File: src/common/mpu_defs.svh
`ifndef MPU_DEFS_SVH
`define MPU_DEFS_SVH

// Thread map table
`define SIZE_TAB_MAPMAN		8		// Slots, power of two
`define WIDTH_TAB_MAPMAN	3		// Slot index bits

// Instruction memory
`define SIZE_THREAD_MEM		256		// Depth in words
`define WIDTH_THREAD_MEM	8		// Word address bits

// Thread ID
`define WIDTH_ID			4

// Instruction word
`define WIDTH_INSTR			32

`endif

File: src/common/mpuPkg.sv
package mpuPkg;

`include "mpu_defs.svh"

	// Thread ID
	typedef logic [`WIDTH_ID-1:0] id_t;

	// Address or length in words, one extra bit to hold a full-memory count
	typedef logic [`WIDTH_THREAD_MEM:0] t_address_t;

	// Instruction word
	typedef logic [`WIDTH_INSTR-1:0] instr_t;

	// Lookup answer to the dispatch unit
	typedef struct packed {
		logic		hit;		// Thread ID found
		t_address_t	address;	// Base address of the program
		t_address_t	length;		// Program length in words
	} lookup_t;

	// Store side FSM
	typedef enum logic {
		FSM_MAPMAN_ST_INIT,		// Settling cycle after reset or an ack
		FSM_MAPMAN_ST_RUN		// Ready to take a store
	} fsm_mapman_st;

	// Lookup side FSM
	typedef enum logic {
		FSM_MAPMAN_LD_INIT,		// Idle
		FSM_MAPMAN_LD_RUN		// Ack cycle
	} fsm_mapman_ld;

endpackage

File: src/mapMan/mapMan.sv
`timescale 1ns/100ps

`include "mpu_defs.svh"

module mapMan
	import mpuPkg::*;
(
	input	logic		clock,
	input	logic		reset,
	input	logic		ReqSt,			// Store request from the loader
	input	id_t		ThreadIdSt,
	input	t_address_t	LengthSt,		// Program length in words
	output	logic		AckSt,
	input	logic		ReqLookup,		// Lookup pulse from dispatch
	input	id_t		ThreadIdLd,
	output	logic		AckLookup,
	output	lookup_t	ThreadInfo,
	output	t_address_t	UsedSize,
	output	logic		Full
);

	// Slot table
	logic [`SIZE_TAB_MAPMAN-1:0]	tabValid;
	id_t							tabId [`SIZE_TAB_MAPMAN];
	t_address_t						tabAddr [`SIZE_TAB_MAPMAN];
	t_address_t						tabLen [`SIZE_TAB_MAPMAN];

	logic							freeFound;
	logic [`WIDTH_TAB_MAPMAN-1:0]	freeSlot;
	logic							matchFound;
	logic [`WIDTH_TAB_MAPMAN-1:0]	matchSlot;
	logic							dupId;

	fsm_mapman_st					stState;
	fsm_mapman_ld					ldState;

	logic							lookAccept;
	logic							release_;
	lookup_t						lookInfo;

	t_address_t						writePtr;
	t_address_t						freeSize;

	// Lowest free slot and lowest matching slot
	always_comb begin
		freeFound	= 1'b0;
		freeSlot	= '0;
		matchFound	= 1'b0;
		matchSlot	= '0;
		for (int i = `SIZE_TAB_MAPMAN - 1; i >= 0; i--) begin
			if (!tabValid[i]) begin
				freeFound	= 1'b1;
				freeSlot	= `WIDTH_TAB_MAPMAN'(i);
			end
			if (tabValid[i] && tabId[i] == ThreadIdLd) begin
				matchFound	= 1'b1;
				matchSlot	= `WIDTH_TAB_MAPMAN'(i);
			end
		end
	end

	// Any two live slots sharing a thread ID
	always_comb begin
		dupId = 1'b0;
		for (int i = 0; i < `SIZE_TAB_MAPMAN; i++) begin
			for (int j = i + 1; j < `SIZE_TAB_MAPMAN; j++) begin
				if (tabValid[i] && tabValid[j] && tabId[i] == tabId[j])
					dupId = 1'b1;
			end
		end
	end

	assign AckSt = ReqSt && stState == FSM_MAPMAN_ST_RUN && freeFound
		&& LengthSt != '0 && LengthSt <= freeSize;

	assign lookAccept	= ReqLookup && ldState == FSM_MAPMAN_LD_INIT;
	assign release_		= lookAccept && matchFound;		// Frees slot on the ack edge

	assign AckLookup	= ldState == FSM_MAPMAN_LD_RUN;
	assign ThreadInfo	= lookInfo;
	assign Full			= (&tabValid) || UsedSize == t_address_t'(`SIZE_THREAD_MEM);

	always_ff @(posedge clock) begin
		if (reset) begin
			stState <= FSM_MAPMAN_ST_INIT;
		end else begin
			case (stState)
				FSM_MAPMAN_ST_INIT: stState <= FSM_MAPMAN_ST_RUN;
				FSM_MAPMAN_ST_RUN: if (AckSt) stState <= FSM_MAPMAN_ST_INIT;
				default: stState <= FSM_MAPMAN_ST_INIT;
			endcase
		end
	end

	always_ff @(posedge clock) begin
		if (reset) begin
			ldState <= FSM_MAPMAN_LD_INIT;
		end else begin
			case (ldState)
				FSM_MAPMAN_LD_INIT: if (ReqLookup) ldState <= FSM_MAPMAN_LD_RUN;
				FSM_MAPMAN_LD_RUN: ldState <= FSM_MAPMAN_LD_INIT;	// Requests here are dropped
				default: ldState <= FSM_MAPMAN_LD_INIT;
			endcase
		end
	end

	// Store and release never hit the same slot
	always_ff @(posedge clock) begin
		if (reset) begin
			tabValid <= '0;
		end else begin
			if (AckSt)
				tabValid[freeSlot] <= 1'b1;
			if (release_)
				tabValid[matchSlot] <= 1'b0;
		end
	end

	always_ff @(posedge clock) begin
		if (AckSt) begin
			tabId[freeSlot]		<= ThreadIdSt;
			tabAddr[freeSlot]	<= writePtr;	// Program starts at ring head
			tabLen[freeSlot]	<= LengthSt;
		end
	end

	// Result captured on the release edge
	always_ff @(posedge clock) begin
		if (lookAccept) begin
			lookInfo.hit		<= matchFound;
			lookInfo.address	<= matchFound ? tabAddr[matchSlot] : '0;
			lookInfo.length		<= matchFound ? tabLen[matchSlot] : '0;
		end
	end

	ringBuffCtrl ringBuffCtrl_i (
		.clock		(clock),
		.reset		(reset),
		.Alloc		(AckSt),
		.AllocLen	(LengthSt),
		.Release	(release_),
		.ReleaseLen	(tabLen[matchSlot]),
		.WritePtr	(writePtr),
		.UsedSize	(UsedSize),
		.FreeSize	(freeSize)
	);

	noZeroStore: assert property (@(posedge clock) disable iff (reset)
		AckSt |-> LengthSt != '0);

	lookupLatency: assert property (@(posedge clock) disable iff (reset)
		AckLookup |-> $past(ReqLookup));

	uniqueId: assert property (@(posedge clock) disable iff (reset) !dupId);

endmodule

File: src/mapMan/ringBuffCtrl.sv
`timescale 1ns/100ps

`include "mpu_defs.svh"

module ringBuffCtrl
	import mpuPkg::*;
(
	input	logic		clock,
	input	logic		reset,
	input	logic		Alloc,
	input	t_address_t	AllocLen,
	input	logic		Release,
	input	t_address_t	ReleaseLen,
	output	t_address_t	WritePtr,
	output	t_address_t	UsedSize,
	output	t_address_t	FreeSize
);

	t_address_t					writeSum;
	logic [`WIDTH_THREAD_MEM+1:0]	usedNext;	// Wide enough to show under/overflow

	assign writeSum	= WritePtr + AllocLen;

	// Net change when alloc and release share an edge
	assign usedNext = {1'b0, UsedSize}
		+ (Alloc ? {1'b0, AllocLen} : '0)
		- (Release ? {1'b0, ReleaseLen} : '0);

	assign FreeSize = t_address_t'(`SIZE_THREAD_MEM) - UsedSize;

	always_ff @(posedge clock) begin
		if (reset) begin
			WritePtr	<= '0;
			UsedSize	<= '0;
		end else begin
			if (Alloc)
				WritePtr <= {1'b0, writeSum[`WIDTH_THREAD_MEM-1:0]};	// Wrap at depth
			UsedSize <= usedNext[`WIDTH_THREAD_MEM:0];
		end
	end

	occupancyRange: assert property (@(posedge clock) disable iff (reset)
		usedNext <= `SIZE_THREAD_MEM);

endmodule

File: config.mk
export PLATFORM = sky130hd
export DESIGN_NAME = mapMan
export DESIGN_NICKNAME = d
export VERILOG_FILES = /design/src/common/mpuPkg.sv /design/src/mapMan/mapMan.sv /design/src/mapMan/ringBuffCtrl.sv
export VERILOG_INCLUDE_DIRS = /design/src /design/src/common
export SDC_FILE = /design/constraint.sdc
export NUM_CORES = 1
export LEC_CHECK = 0
export ABC_AREA = 1
export BUFFER_PORTS_ARGS = -buffer_cell sky130_fd_sc_hd__buf_4
export CAP_MARGIN = 20
export CORE_ASPECT_RATIO = 2
export CORE_MARGIN = 4
export CORE_UTILIZATION = 65
export DETAILED_ROUTE_END_ITERATION = 12
export PLACE_DENSITY = 0.83
export SLEW_MARGIN = 20
export SYNTH_ARGS = -nofsm -noshare
export SYNTH_HDL_FRONTEND = slang
export SYNTH_SLANG_ARGS = --single-unit
File: constraint.sdc
create_clock -name clock -period 6.55 [get_ports clock]
set_input_delay 0.655 -clock clock [delete_from_list [all_inputs] [get_ports clock]]
set_output_delay 0.655 -clock clock [all_outputs]
set_load 0.1 [all_outputs]
==> run metrics <==
biggest area consumer among synthesized cells edfxtp_1; Worst Path Buf+Inv 4; CP Max Fanout 24; # IOs 52; initial antenna violation count 0; critical path's top delay family simple AND/OR/NAND/NOR gates; clock buffer depth 3; top-area cell type share of the netlist area 0.582; top-count cell post-synth edfxtp_1; post-synthesis compound-gate area fraction 0.102; Area Growth Syn to Fin 13.5%; Max Cap Violations 0; Skew-Pair Late Insertion Delay 480 ps; Leakage Power 4.17 nW; fin nets 968; Tmin final 5720 ps; Via density ~6; Synth Register Bits 213; Fin Setup TNS 0 ps; outcome finished clean; HP Class in -> reg; effective utilization at floorplan 0.665; core area ~14000 um^2; via count 6697; EDFF count, synth 186; port buffer count 50; Async S/R FF share, synth 0; Cells after Synth 854; type of origin of the critical path register; global-route wire length before repair between 30000 and 40000 um; sequential element share of the synthesized area 0.638; DRT Pass-1 Iters 5; final period utilization 0.873; R2R Setup Slk 830 ps; GRT Util Overall 0.271; Placer Congestion between 0.9 and 1; CTS tree built; final setup fails 0; CP max stage cell inv_1; power per cell area 365 nW/um^2; RSZ-0062 raised after global routing false; CP peak stage delay roughly 740 ps; Slew HR 0.361; critical path endpoint category register; routed len/inst around 20 um; Starting DRT DRC Count 836; post-synthesis xor/xnor area fraction 0.0255; Worst-Margin Slew ~950 ps; final hold viol count 0; simple-gate share of the synthesized area 0.124; row cnt 62; # fillers 915; drc violations 0; Synth Area per Inst 11.2 um^2; layout cell share with drive strength beyond 1 0.139; Layout Cells excl Fill 1115; die area 16900 um^2; Synth Area in Adders 0.0539; CTS Root Cell clkbuf_16; max-slew violations 0; PostCTS Resize Cnt 0; DPL Wire Length 14800 um; Die Ht 180 um; clock skew 14.8 ps; CP dominant cell by count nand2_1; largest net degree at the start of global routing 55; H-Tree Depth 1; antenna-violating nets left 0; Sink Count between 200 and 250; critical path type reg -> reg; Synth cell types 44; Max Clock Freq 0.175 GHz; die width 93.9 um; cts bufs inserted 18; Cells after DPL 1083; largest family of logic cells by synthesized area simple AND/OR/NAND/NOR gates; Post-Syn Nets 911; Post-Syn Area 9600 um^2; Hold Buf Count CTS 0; Antenna Cells 0; worst vdd ir 549 uV; vias in the first global route approximately 6800; gr ovfl total 0; main area contributors after synthesis edfxtp_1, nor2_1, dfxtp_1; WP data required 6920 ps; Critical Path AT 6090 ps; post-CTS setup buffers 0; post-synthesis mux area share 0; Synth warnings 0; clock slew at the register clock pins of the worst setup and hold paths 70 ps; Synth Flop Type edfxtp_1; top cells by count, synth edfxtp_1, nor2_1, inv_1, o21ai_0, nand2_1; total wire length 22500 um
==> stage by stage <==
step / setup WS [ps] / utilization / hold WS, ps / power [mW] / instance area, um^2
2_1_floorplan: 292 / - / 488 / 2.46 / 9600
4_1_cts: 885 / 0.755 / 406 / 3.97 / 10900
6_report: 830 / 0.755 / 407 / 3.97 / 10900
5_1_grt: 340 / 0.755 / 411 / 4.15 / 10900
3_3_place_gp: 1140 / 0.706 / 521 / 2.70 / 10200
3_5_place_dp: 994 / 0.706 / 519 / 2.73 / 10200
==> per-layer routing <==
| metal | global-route usage | vias up | part of all wire |
|---|---|---|---|
| met5 | 0 | - | 0 |
| met4 | 0.125 | 0 | 0.041 |
| met3 | 0.0364 | 82 | 0.077 |
| met2 | 0.484 | 360 | 0.54 |
| met1 | 0.314 | 3184 | 0.34 |
| li1 | - | 3071 | - |
==> cell families after synthesis <==
logic type                 after synthesis
buffers and inverters                  121
adders and majority gates               36
AOI/OAI and AO/OA                      179
xor gates and xnor gates                28
and+or+nand+nor                        276
other                                    1
DFF                                    213
==> where the power goes <==
part | switching, mW | internal [mW]
logic | 0.724 | 0.326
clock network | 0.475 | 0.781
registers | 0.0767 | 1.59
==> placed cells by master, fill, tap and decap left out, types with 9 or more instances in the layout <==
cell,n
edfxtp_1,186
nor2_1,140
inv_1,87
o21ai_0,80
nand2_1,74
buf_4,65
a21oi_1,34
o22ai_1,32
dfxtp_1,27
ha_1,27
nand3_1,20
clkbuf_16,19
xor2_1,16
o21ai_1,14
nor2_2,13
xnor2_1,12
fa_1,9
==> state kept, by name, summed over array words and instances, names as in the netlist <==
register and flops:
ringBuffCtrl_i.WritePtr 8, tabLen 72, ringBuffCtrl_i.UsedSize 9, AckLookup 1, tabAddr 64, stState 1
ThreadInfo 18, tabId 32, tabValid 8
==> final timing paths <==
check | start | end | cells past startpoint
max | ringBuffCtrl_i.UsedSize[0] | ringBuffCtrl_i.UsedSize[8] | 28
min reg2reg | tabValid[5] | tabValid[5] | 2
max reg2reg | ringBuffCtrl_i.UsedSize[0] | ringBuffCtrl_i.UsedSize[8] | 28
min | ThreadIdSt[0] | tabId[3][0] | 1
==> worst register-to-register path: cells and delay by family, from the launching register on <==
family	cells	cell delay, ps
buffers and inverters	4	990
adders and majority gates	5	1650
xor gates and xnor gates	2	380
and+or+nand+nor	14	1840
AOI/OAI and AO/OA	3	410
DFF	1	330
==> layout make-up <==
class	instances	area (um^2)	share of cell area
sequential	213	6130	0.562
multi-input combinational	520	2980	0.274
clock buffer	21	493	0.0452
timing repair buffer	65	488	0.0448
inverter	93	352	0.0323
tap	192	240	0.0220
clock inverter	11	215	0.0198
(Power assumes the default switching activity.)
